## config.mk

```make
export PLATFORM = sky130hd
export DESIGN_NAME = pfd_calib_top
export DESIGN_NICKNAME = d
export VERILOG_FILES = /design/src/pfd_calib_data_pkg.sv /design/src/pfd_calib_ctrl_pkg.sv /design/src/calib_sample_buffer.sv /design/src/calib_avg_track.sv /design/src/calib_hist_measure.sv /design/src/pfd_offset_est.sv /design/src/pfd_calib_top.sv
export VERILOG_INCLUDE_DIRS = /design/src
export SDC_FILE = /design/constraint.sdc
export NUM_CORES = 1
export LEC_CHECK = 0
export BUFFER_PORTS_ARGS = -buffer_cell sky130_fd_sc_hd__buf_4
export CORE_ASPECT_RATIO = 0.9
export CORE_UTILIZATION = 30
export DETAILED_ROUTE_END_ITERATION = 10
export PLACE_DENSITY = 0.5
export SLEW_MARGIN = 20
export SYNTH_ARGS = -nofsm -noshare
export SYNTH_HDL_FRONTEND = slang
export SYNTH_SLANG_ARGS = --single-unit
```

## constraint.sdc

```tcl
create_clock -name clk -period 8.3 [get_ports clk]
set_input_delay 1.66 -clock clk [delete_from_list [all_inputs] [get_ports clk]]
set_output_delay 1.66 -clock clk [all_outputs]
set_load 0.05 [all_outputs]
```

## src/pfd_calib_settings.svh

```systemverilog
// build-time sizes for the PFD offset calibration core, included by packages and RTL
`ifndef PFD_CALIB_SETTINGS_SVH
`define PFD_CALIB_SETTINGS_SVH

//////////////////////////////////////////////////
// datapath widths
//////////////////////////////////////////////////

// adc sample width, two's complement
`define PFD_CALIB_NADC 8

// range width for bin width and dead zone
// bin counters are 2**NRANGE bits wide
`define PFD_CALIB_NRANGE 4

//////////////////////////////////////////////////
// window and link sizing
//////////////////////////////////////////////////

// samples per window is 2**WIN_LOG2
`define PFD_CALIB_WIN_LOG2 6

// input fifo depth, also the sender's starting credit
`define PFD_CALIB_BUF_DEPTH 4

// report credits held by the estimator after reset
`define PFD_CALIB_REPORT_CREDITS 2

//////////////////////////////////////////////////
// estimator limits
//////////////////////////////////////////////////

// offset saturates at plus or minus this magnitude
`define PFD_CALIB_OFFSET_MAX 31

`endif

```

## src/pfd_calib_data_pkg.sv

```systemverilog
// sample, bin-count and offset types shared by the calibration datapath blocks
`default_nettype none

`include "pfd_calib_settings.svh"

package pfd_calib_data_pkg;

    //////////////////////////////////////////////////
    // samples
    //////////////////////////////////////////////////

    // one signed adc word
    typedef logic signed [`PFD_CALIB_NADC-1:0] sample_t;

    //////////////////////////////////////////////////
    // histogram
    //////////////////////////////////////////////////

    // bin count, wide enough for a full window
    typedef logic [(2**`PFD_CALIB_NRANGE)-1:0] hist_cnt_t;

    //////////////////////////////////////////////////
    // offset estimate
    //////////////////////////////////////////////////

    // magnitude bits plus sign
    localparam int OFFSET_W = $clog2(`PFD_CALIB_OFFSET_MAX + 1) + 1;

    // signed estimate, holds -OFFSET_MAX .. +OFFSET_MAX
    typedef logic signed [OFFSET_W-1:0] offset_t;

endpackage

`default_nettype wire

```

## src/pfd_calib_ctrl_pkg.sv

```systemverilog
// vote encoding and configuration field types for the estimator and report link
`default_nettype none

`include "pfd_calib_settings.svh"

package pfd_calib_ctrl_pkg;

    //////////////////////////////////////////////////
    // vote
    //////////////////////////////////////////////////

    // two-bit signed step for the offset estimate
    typedef logic signed [1:0] vote_t;

    // move the offset down, center bin dominates
    localparam vote_t VOTE_DOWN = 2'sb11;
    // hold, counts inside the dead zone
    localparam vote_t VOTE_HOLD = 2'sb00;
    // move the offset up, sides dominate or bins empty
    localparam vote_t VOTE_UP = 2'sb01;
    // -2, never produced by the histogram
    localparam vote_t VOTE_UNUSED = 2'sb10;

    //////////////////////////////////////////////////
    // configuration fields
    //////////////////////////////////////////////////

    // bin width and dead zone exponent
    typedef logic [`PFD_CALIB_NRANGE-1:0] cfg_range_t;

endpackage

`default_nettype wire

```

## src/calib_sample_buffer.sv

```systemverilog
// credit-returning input FIFO that parks ADC samples until the calibration core pops them
`timescale 1ns/100ps
`default_nettype none

`include "pfd_calib_settings.svh"

module calib_sample_buffer (
    input wire logic clk,
    input wire logic rstb,
    input wire logic sample_valid,
    input wire pfd_calib_data_pkg::sample_t sample_data,
    input wire logic take,
    output logic sample_credit,
    output logic buf_valid,
    output pfd_calib_data_pkg::sample_t buf_data
);

    localparam int DEPTH = `PFD_CALIB_BUF_DEPTH;
    localparam int PTR_W = (DEPTH > 1) ? $clog2(DEPTH) : 1;
    localparam int CNT_W = $clog2(DEPTH + 1);

    //////////////////////////////////////////////////
    // storage
    //////////////////////////////////////////////////

    pfd_calib_data_pkg::sample_t mem [DEPTH];

    logic [PTR_W-1:0] wr_ptr;
    logic [PTR_W-1:0] rd_ptr;
    logic [CNT_W-1:0] count;

    // sender only writes while holding a credit
    always_ff @(posedge clk) begin
        if (sample_valid) begin
            mem[wr_ptr] <= sample_data;
        end
    end

    //////////////////////////////////////////////////
    // pointers and occupancy
    //////////////////////////////////////////////////

    always_ff @(posedge clk or negedge rstb) begin
        if (!rstb) begin
            wr_ptr <= '0;
            rd_ptr <= '0;
            count <= '0;
        end else begin
            if (sample_valid) begin
                wr_ptr <= (wr_ptr == PTR_W'(DEPTH - 1)) ? '0 : wr_ptr + 1'b1;
            end
            if (take) begin
                rd_ptr <= (rd_ptr == PTR_W'(DEPTH - 1)) ? '0 : rd_ptr + 1'b1;
            end
            // push and pop together leave count alone
            case ({sample_valid, take})
                2'b10: count <= count + 1'b1;
                2'b01: count <= count - 1'b1;
                default: count <= count;
            endcase
        end
    end

    // head of queue, visible the cycle after its write
    assign buf_valid = (count != '0);
    assign buf_data = mem[rd_ptr];

    //////////////////////////////////////////////////
    // credit return
    //////////////////////////////////////////////////

    // one pulse per freed entry, a cycle after the pop
    always_ff @(posedge clk or negedge rstb) begin
        if (!rstb) begin
            sample_credit <= 1'b0;
        end else begin
            sample_credit <= take;
        end
    end

endmodule

`default_nettype wire

```

## src/calib_avg_track.sv

```systemverilog
// window averager that publishes the mean of each sample window at its last sample
`timescale 1ns/100ps
`default_nettype none

module calib_avg_track #(
    parameter integer Nadc = 8,
    parameter integer win_log2 = 6
) (
    input wire logic clk,
    input wire logic rstb,
    input wire logic take,
    input wire logic window_end,
    input wire logic signed [Nadc-1:0] din,
    output logic signed [Nadc-1:0] din_avg
);

    // accumulator holds a full window without overflow
    localparam integer Nacc = Nadc + win_log2;

    //////////////////////////////////////////////////
    // running sum
    //////////////////////////////////////////////////

    logic signed [Nacc-1:0] acc;
    logic signed [Nacc-1:0] din_ext;
    logic signed [Nacc-1:0] acc_sum;
    logic signed [Nacc-1:0] acc_shift;

    // sign extend the incoming sample
    assign din_ext = {{win_log2{din[Nadc-1]}}, din};

    // sum including the current sample
    assign acc_sum = acc + din_ext;

    // divide by window length, rounds toward minus infinity
    assign acc_shift = acc_sum >>> win_log2;

    //////////////////////////////////////////////////
    // accumulate and publish
    //////////////////////////////////////////////////

    always_ff @(posedge clk or negedge rstb) begin
        if (!rstb) begin
            acc <= '0;
            // average is zero before the first window closes
            din_avg <= '0;
        end else if (take) begin
            if (window_end) begin
                // last sample closes the window
                din_avg <= acc_shift[Nadc-1:0];
                acc <= '0;
            end else begin
                acc <= acc_sum;
            end
        end
    end

endmodule

`default_nettype wire

```

## src/calib_hist_measure.sv

```systemverilog
// three-bin histogram around the window average with a dead-zone vote for the estimator
`timescale 1ns/100ps
`default_nettype none

module calib_hist_measure #(
    parameter integer Nadc = 8,
    parameter integer Nrange = 4
) (
    input wire logic clk,
    input wire logic rstb,
    input wire logic take,
    input wire logic update,
    input wire logic signed [Nadc-1:0] din,
    input wire logic signed [Nadc-1:0] din_avg,
    input wire logic [Nrange-1:0] Nbin,
    input wire logic [Nrange-1:0] DZ,
    output logic [(2**Nrange)-1:0] hist_center,
    output logic [(2**Nrange)-1:0] hist_side,
    output pfd_calib_ctrl_pkg::vote_t hist_comp_out
);

    // threshold math wide enough for avg +- (3*Nbin+2)
    localparam integer Nth = Nadc + Nrange;
    localparam integer Ncnt = 2**Nrange;

    //////////////////////////////////////////////////
    // thresholds
    //////////////////////////////////////////////////

    logic signed [Nth-1:0] avg_ext;
    logic signed [Nth-1:0] din_ext;
    logic signed [Nth-1:0] bin_ext;
    logic signed [Nth-1:0] th_l2;
    logic signed [Nth-1:0] th_l1;
    logic signed [Nth-1:0] th_r1;
    logic signed [Nth-1:0] th_r2;

    assign avg_ext = {{(Nth-Nadc){din_avg[Nadc-1]}}, din_avg};
    assign din_ext = {{(Nth-Nadc){din[Nadc-1]}}, din};
    // bin width is unsigned
    assign bin_ext = {{(Nth-Nrange){1'b0}}, Nbin};

    // inner edges at avg +- (Nbin+1)
    assign th_l1 = avg_ext - bin_ext - 1;
    assign th_r1 = avg_ext + bin_ext + 1;
    // outer edges at avg +- (3*Nbin+2)
    assign th_l2 = avg_ext - (bin_ext * 3) - 2;
    assign th_r2 = avg_ext + (bin_ext * 3) + 2;

    //////////////////////////////////////////////////
    // bin flags
    //////////////////////////////////////////////////

    logic is_left;
    logic is_center;
    logic is_right;

    // center is avg +- Nbin, each side 2*Nbin+1 wide
    assign is_left = (th_l2 < din_ext) && (din_ext <= th_l1);
    assign is_center = (th_l1 < din_ext) && (din_ext < th_r1);
    assign is_right = (th_r1 <= din_ext) && (din_ext < th_r2);

    //////////////////////////////////////////////////
    // bin counters
    //////////////////////////////////////////////////

    logic [Ncnt-1:0] cnt_left;
    logic [Ncnt-1:0] cnt_center;
    logic [Ncnt-1:0] cnt_right;

    always_ff @(posedge clk or negedge rstb) begin
        if (!rstb) begin
            cnt_left <= '0;
            cnt_center <= '0;
            cnt_right <= '0;
        end else if (update) begin
            // restart from the closing sample's own flags
            cnt_left <= Ncnt'(is_left);
            cnt_center <= Ncnt'(is_center);
            cnt_right <= Ncnt'(is_right);
        end else if (take) begin
            cnt_left <= cnt_left + Ncnt'(is_left);
            cnt_center <= cnt_center + Ncnt'(is_center);
            cnt_right <= cnt_right + Ncnt'(is_right);
        end
    end

    //////////////////////////////////////////////////
    // center vs side
    //////////////////////////////////////////////////

    logic [Ncnt:0] side_sum;
    logic signed [Ncnt:0] hist_diff;
    logic signed [Ncnt:0] dz_hi;
    logic signed [Ncnt:0] dz_lo;

    // side result is the mean of both side bins
    assign side_sum = {1'b0, cnt_left} + {1'b0, cnt_right};
    assign hist_side = side_sum[Ncnt:1];
    assign hist_center = cnt_center;

    assign hist_diff = $signed({1'b0, hist_center}) - $signed({1'b0, hist_side});

    // dead zone is +- 2**DZ
    assign dz_hi = {{Ncnt{1'b0}}, 1'b1} << DZ;
    assign dz_lo = -dz_hi;

    //////////////////////////////////////////////////
    // vote
    //////////////////////////////////////////////////

    always_comb begin
        if ((hist_center == '0) && (hist_side == '0)) begin
            // nothing near the average, offset too small
            hist_comp_out = pfd_calib_ctrl_pkg::VOTE_UP;
        end else if (hist_diff > dz_hi) begin
            // center heavy
            hist_comp_out = pfd_calib_ctrl_pkg::VOTE_DOWN;
        end else if (hist_diff < dz_lo) begin
            // side heavy
            hist_comp_out = pfd_calib_ctrl_pkg::VOTE_UP;
        end else begin
            hist_comp_out = pfd_calib_ctrl_pkg::VOTE_HOLD;
        end
    end

endmodule

`default_nettype wire

```

## src/pfd_offset_est.sv

```systemverilog
// window framing, saturating offset estimate and credit-gated report issue
`timescale 1ns/100ps
`default_nettype none

`include "pfd_calib_settings.svh"

module pfd_offset_est (
    input wire logic clk,
    input wire logic rstb,
    input wire logic buf_valid,
    input wire logic report_credit,
    input wire pfd_calib_ctrl_pkg::vote_t hist_comp_out,
    input wire pfd_calib_data_pkg::hist_cnt_t hist_center,
    input wire pfd_calib_data_pkg::hist_cnt_t hist_side,
    output logic take,
    output logic window_end,
    output logic report_valid,
    output pfd_calib_data_pkg::offset_t report_offset,
    output pfd_calib_ctrl_pkg::vote_t report_vote,
    output pfd_calib_data_pkg::hist_cnt_t report_center,
    output pfd_calib_data_pkg::hist_cnt_t report_side
);

    localparam int WIN_W = `PFD_CALIB_WIN_LOG2;
    localparam int CRED = `PFD_CALIB_REPORT_CREDITS;
    localparam int CRED_W = $clog2(CRED + 1);
    localparam int OFF_W = pfd_calib_data_pkg::OFFSET_W;

    //////////////////////////////////////////////////
    // framing and flow control
    //////////////////////////////////////////////////

    logic [WIN_W-1:0] win_cnt;
    logic [CRED_W-1:0] cred_cnt;
    logic win_last;

    assign win_last = &win_cnt;
    // stall only on a window end without a report credit
    assign take = buf_valid && (!win_last || (cred_cnt != '0));
    assign window_end = take && win_last;

    // credit is spent at the window-end take
    always_ff @(posedge clk or negedge rstb) begin
        if (!rstb) begin
            win_cnt <= '0;
            cred_cnt <= CRED_W'(CRED);
        end else begin
            if (take) begin
                win_cnt <= win_cnt + 1'b1;
            end
            case ({window_end, report_credit})
                2'b10: cred_cnt <= cred_cnt - 1'b1;
                2'b01: cred_cnt <= cred_cnt + 1'b1;
                default: cred_cnt <= cred_cnt;
            endcase
        end
    end

    //////////////////////////////////////////////////
    // offset step and report
    //////////////////////////////////////////////////

    localparam logic signed [OFF_W:0] OFF_HI = `PFD_CALIB_OFFSET_MAX;
    localparam logic signed [OFF_W:0] OFF_LO = -`PFD_CALIB_OFFSET_MAX;

    logic signed [OFF_W:0] offset_sum;

    // one extra bit so the step cannot wrap
    assign offset_sum = report_offset + hist_comp_out;

    // report_offset doubles as the estimate register
    always_ff @(posedge clk or negedge rstb) begin
        if (!rstb) begin
            report_valid <= 1'b0;
            report_offset <= '0;
            report_vote <= pfd_calib_ctrl_pkg::VOTE_HOLD;
        end else begin
            report_valid <= window_end;
            if (window_end) begin
                if (offset_sum > OFF_HI) begin
                    report_offset <= OFF_HI[OFF_W-1:0];
                end else if (offset_sum < OFF_LO) begin
                    report_offset <= OFF_LO[OFF_W-1:0];
                end else begin
                    report_offset <= offset_sum[OFF_W-1:0];
                end
                report_vote <= hist_comp_out;
            end
        end
    end

    // count snapshot from before the restart
    always_ff @(posedge clk) begin
        if (window_end) begin
            report_center <= hist_center;
            report_side <= hist_side;
        end
    end

endmodule

`default_nettype wire

```

## src/pfd_calib_top.sv

```systemverilog
// top level of the PFD offset calibration core, joins buffer, averager, histogram and estimator
`timescale 1ns/100ps
`default_nettype none

`include "pfd_calib_settings.svh"

module pfd_calib_top (
    input wire logic clk,
    input wire logic rstb,
    input wire logic sample_valid,
    input wire pfd_calib_data_pkg::sample_t sample_data,
    input wire pfd_calib_ctrl_pkg::cfg_range_t nbin,
    input wire pfd_calib_ctrl_pkg::cfg_range_t dz,
    input wire logic report_credit,
    output logic sample_credit,
    output logic report_valid,
    output pfd_calib_data_pkg::offset_t report_offset,
    output pfd_calib_ctrl_pkg::vote_t report_vote,
    output pfd_calib_data_pkg::hist_cnt_t report_center,
    output pfd_calib_data_pkg::hist_cnt_t report_side
);

    //////////////////////////////////////////////////
    // internal nets
    //////////////////////////////////////////////////

    logic buf_valid;
    pfd_calib_data_pkg::sample_t buf_data;
    logic take;
    logic window_end;
    pfd_calib_data_pkg::sample_t din_avg;
    pfd_calib_data_pkg::hist_cnt_t hist_center;
    pfd_calib_data_pkg::hist_cnt_t hist_side;
    pfd_calib_ctrl_pkg::vote_t hist_comp_out;

    //////////////////////////////////////////////////
    // instances
    //////////////////////////////////////////////////

    calib_sample_buffer u_buf (
        .clk(clk), .rstb(rstb),
        .sample_valid(sample_valid), .sample_data(sample_data), .take(take),
        .sample_credit(sample_credit), .buf_valid(buf_valid), .buf_data(buf_data)
    );

    // both parallel blocks see the same take and window_end
    calib_avg_track #(.Nadc(`PFD_CALIB_NADC), .win_log2(`PFD_CALIB_WIN_LOG2)) u_avg (
        .clk(clk), .rstb(rstb),
        .take(take), .window_end(window_end), .din(buf_data),
        .din_avg(din_avg)
    );

    calib_hist_measure #(.Nadc(`PFD_CALIB_NADC), .Nrange(`PFD_CALIB_NRANGE)) u_hist (
        .clk(clk), .rstb(rstb),
        .take(take), .update(window_end), .din(buf_data), .din_avg(din_avg),
        .Nbin(nbin), .DZ(dz),
        .hist_center(hist_center), .hist_side(hist_side), .hist_comp_out(hist_comp_out)
    );

    pfd_offset_est u_est (
        .clk(clk), .rstb(rstb),
        .buf_valid(buf_valid), .report_credit(report_credit),
        .hist_comp_out(hist_comp_out), .hist_center(hist_center), .hist_side(hist_side),
        .take(take), .window_end(window_end),
        .report_valid(report_valid), .report_offset(report_offset),
        .report_vote(report_vote), .report_center(report_center), .report_side(report_side)
    );

endmodule

`default_nettype wire

```

Yosys cells after proc, flatten, opt, wreduce, memory -nomap -nowiden
Memory sizes are Yosys's and may differ from the RTL's.
Cells that the tools add are included.
Word-level totals
  word-level logic and storage cells: 93
  memories: 1
  output and inout bits: 42
  memory bits (writable): 32
  bits of input ports: 20
  bits in registers: 127
Memories
  u_buf.mem: depth 4, width 8, rd ports 1, clocked after memory_dff 0, write ports 1, RTL line calib_sample_buffer.sv:26  | pfd_calib_data_pkg::sample_t mem [DEPTH];
Operators by class
  magnitude comparators: 10
  shift-type cells: 1
  multiply operators: 1
  multiplexer cells: 18
  add/subtract/negate cells: 23
  equality and inequality tests: 6
  reductions and logical operators: 17
Operator list (count)
  16-bit two-way mux: 6
  16-bit by 1-bit adder with 16-bit output: 3
  16-bit zero test: 2
  12-bit by 8-bit less-than comparator with 1-bit output: 2
  8-bit by 12-bit less-than comparator with 1-bit output: 2
  16-bit by 16-bit adder with 17-bit output: 1
  17-bit greater-than comparator: 1
  17-bit less-than comparator: 1
  17-bit negation: 1
  1-bit by 4-bit << shifter with 17-bit output, first input constant: 1
  16-bit by 16-bit subtractor with 17-bit output: 1
  14-bit by 8-bit adder with 14-bit output: 1
  14-bit two-way mux: 1
  12-bit by 2-bit adder with 12-bit output, second input constant: 1
  12-bit by 3-bit adder with 12-bit output, second input constant: 1
  12-bit by 8-bit less-or-equal comparator with 1-bit output: 1
  8-bit by 12-bit less-or-equal comparator with 1-bit output: 1
  6-bit two-way mux: 2
  12-bit by 2-bit subtractor with 12-bit output, second input constant: 1
  12-bit by 3-bit subtractor with 12-bit output, second input constant: 1
  8-bit by 5-bit adder with 9-bit output: 1
  8-bit by 7-bit adder with 9-bit output: 1
  8-bit by 5-bit subtractor with 9-bit output: 1
  8-bit by 7-bit subtractor with 9-bit output: 1
  22 further kinds: 41

Depth between registers and ports, before layout
Gate-level depths: netlist (run 1).
  depth in word-level cells: 10
  depth in mapped cells: 39
  gate-level depth less buffers: 38

By module
A second synthesis (run 1) with hierarchy kept.
Unflattened totals
  cell total of the unflattened synthesis: 1275
  area, all modules: 12378.1 um^2
Modules (own cells, without submodules)
  calib_hist_measure: area each 7248.2 um^2, cells each 904, instances 1
  pfd_offset_est: area each 1995.7 um^2, cells each 133, instances 1
  calib_sample_buffer: area each 1591.5 um^2, cells each 81, instances 1
  calib_avg_track: area each 1542.7 um^2, cells each 157, instances 1

Worst setup path after synthesis (run 1)
No wires, ideal clock.
  path kind: input to register
  from: in dz[2]
  to: reg u_est.report_offset[2]
  data arrival time: 7612 ps
  setup time: 118 ps
  stages on the path: 31
  slack: 570 ps
  required time: 8182 ps
  path through: buf_2 > buf_1 > or3_1 > ha_1 > clkbuf_1 > xnor2_1 > ha_1 > o21a_1 > o21a_1 > o21a_1 > o21a_1 > o21ai_0 > a21oi_1 > a211oi_1 > maj3_2 > maj3_2 > maj3_2 > maj3_2 > maj3_2 > maj3_1 > nand3_1 > nand4_1 > ha_1 > inv_1 > fa_1 > nand2b_1 > a21oi_1 > a41oi_1 > a31o_2 > maj3_1 > a21o_1
Between the ends
  word-level cells in the longest chain between the ends: 10
RTL lines
  start: declaration: RTL line pfd_calib_top.sv:13  | input wire pfd_calib_ctrl_pkg::cfg_range_t dz,
  1-bit by 4-bit << shifter with 17-bit output (*): RTL line calib_hist_measure.sv:105  | assign dz_hi = {{Ncnt{1'b0}}, 1'b1} << DZ;
  17-bit negation: RTL line calib_hist_measure.sv:106  | assign dz_lo = -dz_hi;
  17-bit less-than comparator: RTL line calib_hist_measure.sv:119  | end else if (hist_diff < dz_lo) begin
  1-bit two-way mux: RTL line calib_hist_measure.sv:119
  2-bit two-way mux (*): RTL line calib_hist_measure.sv:116  | end else if (hist_diff > dz_hi) begin
  2-bit two-way mux (*): RTL line calib_hist_measure.sv:113  | if ((hist_center == '0) && (hist_side == '0)) begin
  named net hist_comp_out[0]: RTL line pfd_calib_top.sv:34  | pfd_calib_ctrl_pkg::vote_t hist_comp_out;
  6-bit by 2-bit adder with 7-bit output (*): RTL line pfd_offset_est.sv:69  | assign offset_sum = report_offset + hist_comp_out;
  7-bit by 6-bit less-than comparator with 1-bit output: RTL line pfd_offset_est.sv:82  | end else if (offset_sum < OFF_LO) begin
  6-bit two-way mux: RTL line pfd_offset_est.sv:82
  6-bit two-way mux (*): RTL line pfd_offset_est.sv:80  | if (offset_sum > OFF_HI) begin
  end signal: assignment: RTL line pfd_offset_est.sv:81  | report_offset <= OFF_HI[OFF_W-1:0];
  end signal: assignment: RTL line pfd_offset_est.sv:83  | report_offset <= OFF_LO[OFF_W-1:0];
  end signal: assignment: RTL line pfd_offset_est.sv:85  | report_offset <= offset_sum[OFF_W-1:0];
  end: declaration: RTL line pfd_offset_est.sv:18  | output pfd_calib_data_pkg::offset_t report_offset,
The timed path passes the listed nets; every way through them passes the cells marked *.
A chain may end at the register's enable or synchronous reset.

Final worst setup path (run 1)
  from: reg u_hist.cnt_right[1]
  to: reg u_est.report_offset[2]
Between the ends
  word-level cells in the longest chain between the ends: 10
RTL lines
  start: declaration: RTL line calib_hist_measure.sv:69  | logic [Ncnt-1:0] cnt_right;
  start signal: assignment: RTL line calib_hist_measure.sv:80  | cnt_right <= Ncnt'(is_right);
  start signal: assignment: RTL line calib_hist_measure.sv:84  | cnt_right <= cnt_right + Ncnt'(is_right);
  16-bit by 16-bit adder with 17-bit output (*): RTL line calib_hist_measure.sv:98  | assign side_sum = {1'b0, cnt_left} + {1'b0, cnt_right};
  named net hist_side[1]: RTL line pfd_calib_top.sv:33  | pfd_calib_data_pkg::hist_cnt_t hist_side;
  16-bit by 16-bit subtractor with 17-bit output: RTL line calib_hist_measure.sv:102  | assign hist_diff = $signed({1'b0, hist_center}) - $signed({1'b0, hist_side});
  17-bit less-than comparator: RTL line calib_hist_measure.sv:119
  1-bit two-way mux: RTL line calib_hist_measure.sv:119
  2-bit two-way mux: RTL line calib_hist_measure.sv:116
  2-bit two-way mux (*): RTL line calib_hist_measure.sv:113
  named net hist_comp_out[0]: RTL line pfd_calib_top.sv:34
  6-bit by 2-bit adder with 7-bit output (*): RTL line pfd_offset_est.sv:69
  7-bit by 6-bit less-than comparator with 1-bit output: RTL line pfd_offset_est.sv:82
  6-bit two-way mux: RTL line pfd_offset_est.sv:82
  6-bit two-way mux (*): RTL line pfd_offset_est.sv:80
Marks and branches as above.

==> results.txt, run 1 <==
* Post-route cell area: 14,300 µm²
* # port buffers: 61
- The detailed router placed 9,929 vias in this run.
* Number of synthesis warnings: 0
* Number of instances resized during post-cts repair: 0
* Wire length of the first global-routing pass: 50.7 mm
- The synthesized netlist contains 85 unique library cells.
* Number of DRC violations after detailed routing: 0
* Worst endpoint required time: 8650 ps
* Instance count after placement with tap cells included: 1,952
- The share of total power dissipated in the clock network is 0.120.
- The first detailed-routing pass took 5 iterations.
- Worst-case register-to-register setup slack: 500 ps
- The worst-case IR drop observed on VDD is 404 µV.
- Least-Margin Pin Slew: 952 ps
- Antenna violations before repair: 0
- Antenna violation net count after detailed routing: 0
- Ranked by total cell area, the synthesized netlist is headed by sky130_fd_sc_hd__dfrtp_1 (19%), sky130_fd_sc_hd__edfxtp_1 (15%), sky130_fd_sc_hd__ha_1 (15%), sky130_fd_sc_hd__xnor2_1 (4.4%), sky130_fd_sc_hd__nor2_1 (4.1%).
- Unrepaired setup endpoints after global routing: no
* Largest net degree at the start of global routing: 67
* Share of the synthesized netlist area taken by xor and xnor gates: 0.0804
- Most used flip-flop cell after synthesis: sky130_fd_sc_hd__dfrtp_1
- Core box area: 41,100 µm²
- Layout Nets: 1,611
- First DRT Iteration DRCs: 630
* Fin. max-slew vios: 0
- Number of buffers inserted for hold repair after clock tree synthesis: 0
* Leakage power figure: 6.35 nW
* Final worst clock skew: 14.5 ps
* Min-Delay Path Class: reg -> reg
- Fraction of registers with async set/reset: 0.597
- Of the post-synthesis cell area, the part taken by muxes is 0.0210.
- Of the total synthesized cell area, the portion taken by full adders, half adders and majority gates is 0.173.
- In this run the critical register-to-register path is launched from u_hist.cnt_right[1].
- Fraction of final layout cells sized beyond drive strength 1: 0.105
- Of the total power, the share spent switching nets is 0.480.
* Via count of the first global-routing pass: 9,624
- End of the worst register-to-register path: u_est.report_offset[2]
- The run finished with clean final reports.
* Most repeated library cell on the critical path: sky130_fd_sc_hd__maj3_2
- For this design, the sink count on the clock tree is 159.
- Diodes inserted: 0
- The routed design could run at a clock period as short as 7800 ps.
- At the later pin of the worst-skew pair, clock insertion delay measures 460 ps.
- Worst setup slack before clock tree synthesis: 304 ps
- Highest clock frequency the design can meet: 0.128 GHz
* Routed wire per std cell: 15.6 µm
- Ratio of routed vias to standard cells: 5.00
- Die Wd: 218 µm
* Global route overflow: 0
- Standard-cell row count: 70
- Area fraction in and, or, nand and nor cells after synthesis: 0.183
* Post-DP Area: 13,700 µm²
- Of the total power, registers draw 0.187.
* Count of state elements after synthesis: 159
- Die height: 197 µm
- Along the worst path, the maximum fanout reaches 7.
- Tcrit/Tclk final: 0.939
- Once layout is complete, the utilization of the core stands at 0.347.
- Slowest cell on the critical path: sky130_fd_sc_hd__fa_1
* Combinational family with the most area after synthesis: simple AND/OR/NAND/NOR gates
- Counting every instance in the synthesized netlist gives 1,384.
- Across every metal layer, demand over resource in global routing totals 0.149.
- MaxCap Viol Count: 0
- Counting the buffers created by CTS gives 17.
- Hold path depth: 1
- The wire-length estimate of the detail-placed layout is 23.3 mm.
* Worst-path clk slew: 70 ps
- For this run, the slowest stage of the critical path takes 530 ps.
* Sort of element at the end of the critical path: flip-flop
- The cell area that synthesis handed to floorplanning was 12,600 µm².
* Syn-to-layout area delta: 12.9%
* TritonCTS clock tree: built
- PnR worst setup slack: 504 ps
- Psw: 0.00308 W
* Post-synthesis cell type with the largest combined area: sky130_fd_sc_hd__dfrtp_1
* Most used standard cells in the synthesized netlist: sky130_fd_sc_hd__ha_1 (150), sky130_fd_sc_hd__nor2_1 (139), sky130_fd_sc_hd__nand2_1 (125)
- Post-synth net total: 1,564
- Clock buffer depth: 2
- I/O pin total: 62
- Die area: 42,900 µm²
- Summed over all layers, the routed wires come to 30.9 mm.
- Share of power burned in combinational logic: 0.693
- At the worst endpoint, the arrival time is 8150 ps.
- Worst Min Path Start: u_est.win_cnt[5]
- Setup fix buffers added after clock tree synthesis: 0
* Count leader, synth: sky130_fd_sc_hd__ha_1
- The number of hold-slack violations in the final timing report is 0.
- Global placer's final weighted congestion: 0.835
- The tree is rooted in a sky130_fd_sc_hd__clkbuf_16.
- Counting cells, the worst reg-to-reg path comes to 33.
- STA classifies the critical path startpoint as a flip-flop.
* Count of flip-flops with a built-in enable after synthesis: 64
- Initial Util: 0.307
- Worst relative slew slack: 0.349
* Sequential fraction of the synthesis area: 0.341
* Compound-Gate Fraction of Synth Area: 0.161
* Mean Syn Cell Area: 9.12 µm²
- Setup violations remaining at the end of the flow were counted as 0.
* Final TNS setup: 0 ps
- Cell-internal power: 0.00335 W
* Worst Hold Path EP: u_est.win_cnt[5]
- Power density over the cells: 451 nW/µm²
* Count of non-filler cells in the finished layout: 1,984
- Classification of the worst setup path: reg -> reg
- The share of synthesized area in the top cell type comes to 0.186.
- H-Tree Depth: 4
[registers in the layout, indices dropped and copies added (netlist names)]
name / cells
u_avg.acc: 14
u_avg.din_avg: 8
u_buf.count: 3
u_buf.mem: 32
u_buf.rd_ptr: 2
u_buf.sample_credit: 1
u_buf.wr_ptr: 2
u_est.cred_cnt: 2
u_est.report_center: 16
u_est.report_offset: 6
u_est.report_side: 16
u_est.report_valid: 1
u_est.report_vote: 2
u_est.win_cnt: 6
u_hist.cnt_left: 16
u_hist.cnt_right: 16
u_hist.hist_center: 16
[worst max-delay path, delay by kind of cell (launching register included)]
family | cells | cell delay [ps]
flops | 1 | 390
compound gates | 10 | 1760
buf+inv | 3 | 290
fa+ha+maj | 12 | 4040
xor+xnor | 2 | 510
simple gates | 6 | 720
[logic make-up (layout without fill, tap and decap cells)]
kind of cell,Yosys count,after routing
adder cells (fa/ha/maj),170,170
XOR/XNOR,115,115
other,1,1
multiplexers,16,16
buffers and inverters,135,195
AO/OA/AOI/OAI,310,310
AND/OR/NAND/NOR,478,478
flip-flops,159,159
[through the flow]
step	hold WS, ps	total power, W
4_1_cts	469	0.00647
3_5_place_dp	457	0.00566
6_report	465	0.00643
3_3_place_gp	455	0.00559
5_1_grt	490	0.00714
2_1_floorplan	423	0.00464
[area by class of cell]
| class | count | area (µm²) |
|---|---|---|
| Fill cell | 4235 | 26800 |
| Multi-Input combinational cell | 1090 | 7850 |
| Sequential cell | 159 | 4300 |
| Tap cell | 540 | 676 |
| Timing Repair Buffer | 70 | 526 |
| Clock buffer | 18 | 429 |
| Inverter | 93 | 350 |
| Clock inverter | 14 | 129 |
[metal layers]
layer	track usage	vias to the layer above	part of all wire
met2	0.239	143	0.46
met5	0	-	0
li1	-	5012	-
met4	0.0438	0	0.014
met1	0.207	4748	0.50
met3	0.0211	26	0.027
[worst max-delay path by stage]
| stage | from | end | slack (ps) | cells past startpoint |
|---|---|---|---|---|
| 2_1_floorplan | dz[2] | u_est.report_offset[2] | 570 | 31 |
| 3_3_place_gp | dz[1] | u_est.report_offset[2] | 360 | 31 |
| 6_report | u_hist.cnt_right[1] | u_est.report_offset[2] | 500 | 33 |
| 3_5_place_dp | dz[1] | u_est.report_offset[2] | 300 | 31 |
| 4_1_cts | u_hist.cnt_right[1] | u_est.report_offset[2] | 350 | 33 |
| 5_1_grt | u_hist.cnt_right[1] | u_est.report_offset[2] | 3 | 36 |
[cell usage in the layout, fill, tap and decap left out, drive strengths merged, types with 26 or more instances in the layout]
cell	Yosys	layout
ha	150	150
nor2	139	139
nand2	125	125
o21ai	101	101
inv	92	98
dfrtp	94	94
a21oi	76	76
buf	9	70
edfxtp	64	64
xnor2	64	64
xor2	51	51
nand3	30	30
and3	29	29
nand2b	28	28
nand4	26	26
[power by group through the flow]
| stage | registers (W) | clock network (W) | logic (W) |
|---|---|---|---|
| floorplan | 0.00117 | 0 | 0.00347 |
| global placement | 0.00122 | 0 | 0.00437 |
| detailed placement | 0.00122 | 0 | 0.00444 |
| CTS | 0.00121 | 0.000793 | 0.00447 |
| global route | 0.00124 | 0.000819 | 0.00508 |
| finish | 0.00121 | 0.000769 | 0.00446 |
(Power assumes the default switching activity.)
==> inputs of run 2 (changes only) <==
==> constraint.sdc (replaced) <==
create_clock -name clk -period 8.3 [get_ports clk]
set_input_delay 0.415 -clock clk [delete_from_list [all_inputs] [get_ports clk]]
set_output_delay 0.415 -clock clk [all_outputs]
set_load 0.05 [all_outputs]
==> run 2 against run 1 <==
  * Clock-buffer cell count fell by 1
  * Sequential share of layout area about the same
  * Setup slack improved by 85 ps
  * Largest cell class unchanged
==> results.txt, run 2 (synthesized netlist as in run 1, its figures left out) <==
- Final TNS setup: 0 ps (unchanged)
* Global placer's final weighted congestion: 0.861 (+3.2%)
- Switch share: 0.480 (+0.000596)
- Final worst clock skew: 19.4 ps (+4.93 ps)
* Met1 usage in global routing: 0.203 (-0.00463)
- The final critical-path required period is 7710 ps (-85.2 ps).
- The area overhead of the layout relative to synthesis was 12.9% (about the same).
- Critical Path Max Stage Delay: 490 ps (-40 ps)
- The cell family contributing the most delay on the critical path is adder cells.
- The buffer and inverter count on the worst path was 3 (unchanged).
- Via count of the first global-routing pass: 9,614 (-0.10%)
* Critical register-to-register path startpoint: u_hist.cnt_right[1]
* Part of the total power dissipated in the clock network: 0.123 (+0.003)
* Library cell used as clock root buffer: sky130_fd_sc_hd__clkbuf_16
* Cell-internal power: 0.00333 W (-0.57%)
- Most used cells in the layout excluding fill and tap cells: sky130_fd_sc_hd__ha_1 (150), sky130_fd_sc_hd__nor2_1 (138), sky130_fd_sc_hd__nand2_1 (125), sky130_fd_sc_hd__o21ai_0 (100), sky130_fd_sc_hd__dfrtp_1 (94)
* Area taken by multi-input logic gates: 7820 µm² (-0.37%)
- Top reg by flops: u_buf.mem
- Count of endpoints failing setup in the final report: 0 (unchanged)
- The share of post-route cells with drive strength above 1 was 0.103 (-0.00153).
* Final routed wirelength across all metal layers: 31.3 mm (+1.5%)
- Slowest cell on the critical path: sky130_fd_sc_hd__fa_1
* MaxCap Viol Count: 0 (unchanged)
* Die height: 197 µm (unchanged)
* Global-route total usage across every layer: 0.150 (+0.00131)
- Highest net fanout along the worst path: 7 (unchanged)
- The number of hold-slack violations in the final timing report came to 0 (unchanged).
- The count of pins over their slew limit is 0 (unchanged).
- Min-Delay Path Class: in -> reg
- The number of antenna violations at the first check in global routing came to 0 (unchanged).
- The cell count along the critical path came to 33 (unchanged).
- Worst relative slew slack: 0.443 (+0.0937)
* Classification of the worst setup path: reg -> reg
* TritonCTS clock tree: built
- The fraction of met2 tracks used by global routing came to 0.249 (+0.00988).
- The detailed-placement wirelength estimate came to 23.5 mm (+0.83%).
- The per-cell via count in the routed design came to 4.98 (-0.43%).
- The proportion of power drawn by flip-flops and latches was 0.186 (about the same).
* Initial Util: 0.307 (unchanged)
* Clock buffer depth: 2 (unchanged)
* Most repeated library cell on the critical path: sky130_fd_sc_hd__maj3_2
- Filler cell count in the final layout: 4,193 (-0.99%)
* H-Tree Depth: 4 (unchanged)
* Post-route cell area: 14,300 µm² (about the same)
* # port buffers: 61 (unchanged)
- The most critical setup path has its endpoint at u_est.report_offset[2].
- Tcrit/Tclk final: 0.929 (-0.0103)
* GR Layer Usage met3: 0.0267 (+0.00556)
* Least-Margin Pin Slew: 836 ps (-116 ps)
* Power density over the cells: 449 nW/µm² (-0.45%)
* Insertion delay to the later sink of the worst-skew pair: 460 ps (about the same)
- Wire length of the first global-routing pass: 50.7 mm (about the same)
- Largest net degree at the start of global routing: 62 (-7.5%)
- Standard-cell row count: 70 (unchanged)
- Routed wire per std cell: 15.8 µm (+1.4%)
- The net total in the final layout came to 1,613 (+0.12%).
* R2R depth: 33 (unchanged)
- Via total after detailed routing: 9,896 (-0.33%)
- Leading cell type in the layout, fill and taps excluded: sky130_fd_sc_hd__ha_1
- The die outline area was 42,900 µm² (unchanged).
* Highest clock frequency the design can meet: 0.130 GHz (+1.1%)
- Worst endpoint required time: 8650 ps (about the same)
* Most used routing layer in global routing: met2
- Total clock buffers created by CTS: 17 (unchanged)
- The area of the core was 41,100 µm² (unchanged).
- The number of nets still failing antenna checks after routing came to 0 (unchanged).
- Total number of clock tree sinks: 159 (unchanged)
* Length of the first detailed-routing pass in iterations: 5 (unchanged)
- Outcome: completed
- Psw: 0.00307 W (-0.33%)
- Leakage power figure: 6.35 nW (about the same)
- Share of power burned in combinational logic: 0.691 (-0.002)
* Diodes inserted: 0 (unchanged)
* Worst vdd rail ir drop: 288 µV (-29%)
- Number of DRC violations after detailed routing: 0 (unchanged)
- The setup slack on the worst flop-to-flop path is 590 ps (+90 ps).
- Storage cell area: 4300 µm² (unchanged)
- The most critical setup path has its startpoint at u_hist.cnt_right[1].
- Unrepaired setup endpoints after global routing: no
- The I/O pin count came to 62 (unchanged).
- Worst-path clk slew: 70 ps (about the same)
- Post-DP Area: 13,700 µm² (about the same)
* Crit start category: flip-flop
- Global route overflow: 0 (unchanged)
* Sort of element at the end of the critical path: flip-flop
* Data arrival at the endpoint of the critical path: 8070 ps (-80 ps)
* Die Wd: 218 µm (unchanged)
- The endpoint identified for the worst register-to-register timing path is u_est.report_offset[2].
- The number of flip-flops under the largest register name was 32 (unchanged).
* Worst hold slack: 160 ps (-305 ps)
- The number of design-rule violations left by the first detailed-router iteration is 531 (-16%).
-- run 2: metrics by stage --
| stage | instances | setup slack, ps | power (W) | utilization |
|---|---|---|---|---|
| floorplan | 1384 | 1190 | 0.00464 | - |
| global placement | 1953 | 661 | 0.00557 | 0.333 |
| detailed placement | 1953 | 508 | 0.00562 | 0.333 |
| CTS | 1986 | 463 | 0.00645 | 0.347 |
| global route | 1986 | 30.5 | 0.00714 | 0.347 |
| finish | 1986 | 589 | 0.00640 | 0.347 |
-- run 2: worst reg2reg max path, delay by kind of cell, from the launching register on --
kind                       cells  cell delay [ps]
buffers and inverters          3              310
DFF                            1              400
adders and majority gates     12             4030
xor gates and xnor gates       2              540
AOI/OAI and AO/OA             10             1660
and+or+nand+nor                6              660
-- run 2: metal layers --
metal | up-vias | wire, µm
li1 | 5020 | -
met1 | 4706 | 15200
met2 | 149 | 14700
met3 | 21 | 1020
met4 | 0 | 332
met5 | - | 0
-- run 2: worst min-delay path by stage --
| stage | endpoint | slack, ps | from | cells past startpoint |
|---|---|---|---|---|
| floorplan | u_avg.acc[0] | 120 | rstb | 0 |
| global placement | u_est.win_cnt[5] | 450 | u_est.win_cnt[5] | 1 |
| detailed placement | u_est.report_vote[0] | 460 | rstb | 1 |
| CTS | u_buf.mem[2][3] | 140 | sample_data[3] | 1 |
| global route | u_buf.mem[0][3] | 140 | sample_data[3] | 1 |
| finish | u_buf.mem[3][3] | 160 | sample_data[3] | 1 |
-- run 2: final cells by class --
class / count / share of cell area
multi-input combinational: 1090 / 0.548
sequential: 159 / 0.302
tap: 540 / 0.0474
timing repair buffer: 72 / 0.0381
clock buffer: 17 / 0.0298
inverter: 93 / 0.0246
clock inverter: 15 / 0.0100
-- run 2: power by group through the flow --
stage	sequential [W]	clock, W	combinational, W
2_1_floorplan	0.00117	0	0.00347
3_3_place_gp	0.00121	0	0.00436
3_5_place_dp	0.00121	0	0.00441
4_1_cts	0.00120	0.000807	0.00445
5_1_grt	0.00122	0.000843	0.00507
6_report	0.00119	0.000787	0.00442
-- run 2: timing repair --
action | 4_1_cts | 5_1_grt
buffers inserted | 0 | 0
resized for setup | 0 | 4
hold buffers | 1 | 0
endpoints found under the hold margin | 34 | 0
endpoints found under the setup margin | 0 | 2
==> inputs of run 3 (changes only) <==
--- a/config.mk
+++ b/config.mk
@@ -8,9 +8,10 @@
 export LEC_CHECK = 0
 export BUFFER_PORTS_ARGS = -buffer_cell sky130_fd_sc_hd__buf_4
 export CORE_ASPECT_RATIO = 0.9
-export CORE_UTILIZATION = 30
+export CORE_UTILIZATION = 40
 export DETAILED_ROUTE_END_ITERATION = 10
-export PLACE_DENSITY = 0.5
+export PLACE_DENSITY = 0.63
+export RECOVER_POWER = 25
 export SLEW_MARGIN = 20
 export SYNTH_ARGS = -nofsm -noshare
 export SYNTH_HDL_FRONTEND = slang
==> run 3 against run 2 <==
  * The run now ends with max-capacitance violations, max-slew violations left
  * Combinational power is 2% lower
  * Routed wire length decreased by 7.4%
  * Register-to-register slack is essentially flat
  * Sequential power is essentially flat
  * Flip-flop and latch count did not move
  * Die area is 25% lower
  * Critical endpoint unchanged
  * Highest routed layer is now met5
==> results.txt, run 3 (synthesized netlist as in run 1, its figures left out) <==
- The flow ran to the end, but the final reports show violations.
* Violated checks: max-capacitance violations, max-slew violations
* Core box area: 31,000 µm² (-25%)
* Leading cell type in the layout, fill and taps excluded: sky130_fd_sc_hd__ha_1
- Insertion delay to the later sink of the worst-skew pair: 440 ps (-20 ps)
* Final standard cell utilization of the core: 0.452 (+0.105)
* Post-route cell area: 14,000 µm² (-1.7%)
- Clock buffer depth: 2 (unchanged)
- The worst setup path is captured at a flip-flop.
- Number of buffers inserted for hold repair after clock tree synthesis: 0 (-1)
* I/O pin total: 62 (unchanged)
* Crit start category: flip-flop
- Min-Delay Path Class: in -> reg
- The layer flagged by global routing as most heavily used is met2.
- # port buffers: 61 (unchanged)
- The starting density of the core came to 0.407 (+0.100).
- Least-Margin Pin Slew: 2860 ps (+2020 ps)
- The met1 track demand over resource in global routing came to 0.253 (+0.0505).
- The setup TNS is 0 ps (unchanged).
* Power density over the cells: 451 nW/µm² (+0.45%)
- Met2 capacity usage during global routing: 0.312 (+0.0632)
- TritonCTS built the clock tree.
* Ratio of routed vias to standard cells: 5.43 (+9.0%)
* Fin. max-slew vios: 48 (+48)
- Setup repair after global routing left no endpoint under its margin.
- The share of post-route cells with drive strength above 1 was 0.0929 (-0.0101).
- Timing startpoint of the critical path: u_hist.cnt_right[1]
- Most used cells in the layout excluding fill and tap cells: sky130_fd_sc_hd__ha_1 (150), sky130_fd_sc_hd__nor2_1 (139), sky130_fd_sc_hd__nand2_1 (125), sky130_fd_sc_hd__o21ai_0 (100), sky130_fd_sc_hd__dfrtp_1 (94)
- Worst endpoint required time: 8630 ps (-20 ps)
- The total number of vias is 10,100 (+1.6%).
- The via count of the first global-routing pass is 9,460 (-1.6%).
- The clock-pin slew on the worst setup and hold paths was 80 ps (about the same).
- The worst hold path begins at sample_valid.
* Number of DRC violations after detailed routing: 0 (unchanged)
- The arrival time of the worst setup path came to 8040 ps (-30 ps).
* Wire length of the first global-routing pass: 48.0 mm (-5.4%)
* Buffers and inverters on the worst path: 3 (unchanged)
- Global-route total usage across every layer: 0.185 (+0.0348)
- The setup violation total in the final timing report was 0 (unchanged).
* MaxCap Viol Count: 1 (+1)
* GR Layer Usage met3: 0.0312 (+0.00448)
- The worst slew margin relative to its limit came to -0.906 (-1.35).
- H-Tree Depth: 4 (unchanged)
* Die height: 171 µm (-13%)
- The overflow left after global routing came to 0 (unchanged).
- Top reg by flops: u_buf.mem
- The number of clock sinks is 159 (unchanged).
- The CTS buffer count came to 17 (unchanged).
- The number of design-rule violations left by the first detailed-router iteration is 621 (+17%).
- Post-DP Area: 13,500 µm² (-1.4%)
- The weighted congestion reported at the end of routability-driven placement is 0.887 (+3.0%).
* Die Wd: 189 µm (-13%)
- Flip-flop count of the largest register, all copies and words added: 32 (unchanged)
- Standard-cell row count: 61 (-13%)
- Diodes inserted: 0 (unchanged)
- The total wirelength of the detailed-routed design is 29.0 mm (-7.4%).
- Most repeated library cell on the critical path: sky130_fd_sc_hd__maj3_2
* Largest net degree at the start of global routing: 77 (+24%)
- Relative to the synthesized area, the layout overhead comes to 11.0%.
- Highest clock frequency the design can meet: 0.130 GHz (+0.12%)
- Post-DP HPWL: 21.7 mm (-7.4%)
* Tcrit/Tclk final: 0.928 (-0.00109)
- Routed wire per std cell: 15.7 µm (-0.62%)
- The final-layout fill cell count is 2,980 (-29%).
* Layout Nets: 1,609 (-0.25%)
- Antenna violation net count after detailed routing: 0 (unchanged)
- The worst voltage drop across the vdd grid was 247 µV (-14%).
- Slowest cell on the critical path: sky130_fd_sc_hd__fa_1
* Die area: 32,300 µm² (-25%)
- The worst clock skew is 14.8 ps (-4.64 ps).
- On the critical path the largest part of the delay comes from adder cells.
- Critical register-to-register path startpoint: u_hist.cnt_right[1]
- Critical Path Max Stage Delay: 500 ps (about the same)
- The total leakage power came to 6.29 nW (-0.94%).
- Classification of the worst setup path: reg -> reg
* Final hold vios: 0 (unchanged)
- In this run the clock root is driven by a sky130_fd_sc_hd__clkbuf_16.
- The number of antenna violations at the first check in global routing is 1 (+1).
- Highest net fanout along the worst path: 7 (unchanged)
* Length of the first detailed-routing pass in iterations: 5 (unchanged)
- Minimum period implied by the final worst setup slack: 7700 ps (-9.08 ps)
-- run 3: cell types whose count changed in the layout (fill, tap and decap cells not counted), sizes merged, moves of 2 or more --
cell,delta
buf,-12
clkbuf,+9
clkinvlp,+2
inv,-2
-- run 3: worst paths after layout --
path	end	cells after the start	slack, ps
max	u_est.report_offset[2]	33	600
min	u_buf.wr_ptr[0]	2	210
max reg2reg	u_est.report_offset[2]	33	600
min reg2reg	u_est.win_cnt[5]	1	470
max in group asynchronous	u_avg.acc[13]	2	5480
min in group asynchronous	u_avg.din_avg[0]	1	900
-- run 3: repair_timing --
| item | CTS | global route |
|---|---|---|
| setup endpoints to repair | 0 | 2 |
| resized for setup | 0 | 1 |
| buffers inserted | 0 | 1 |
-- run 3: layout make-up --
| cell class | count | area (µm²) | area share |
|---|---|---|---|
| tap | 409 | 512 | 0.0365 |
| clock inverter | 15 | 146 | 0.0104 |
| inverter | 93 | 349 | 0.0249 |
| timing repair buffer | 68 | 477 | 0.0340 |
| clock buffer | 17 | 425 | 0.0304 |
| multi-input combinational | 1090 | 7810 | 0.557 |
| sequential | 159 | 4300 | 0.307 |
-- run 3: layer usage --
layer  share of wire  vias up
met5         0.00059        -
met4          0.0056        2
met3           0.045       18
met2            0.46      208
met1            0.49     4817
li1                -     5008
-- run 3: through the flow --
| step | hold WS (ps) | total power (W) | worst slack [ps] | cells |
|---|---|---|---|---|
| after floorplan | 119 | 0.00464 | 1190 | 1384 |
| after CTS | 41.5 | 0.00636 | 500 | 1850 |
| after detailed placement | 453 | 0.00553 | 538 | 1818 |
| after global routing | 219 | 0.00702 | 26.8 | 1851 |
| final | 212 | 0.00632 | 598 | 1851 |
| after global placement | 448 | 0.00544 | 733 | 1818 |
-- run 3: where the power goes --
group	internal (W)	total [W]	switching (W)
sequential	0.00101	0.00120	0.000192
combinational	0.00191	0.00434	0.00243
clock	0.000422	0.000779	0.000357
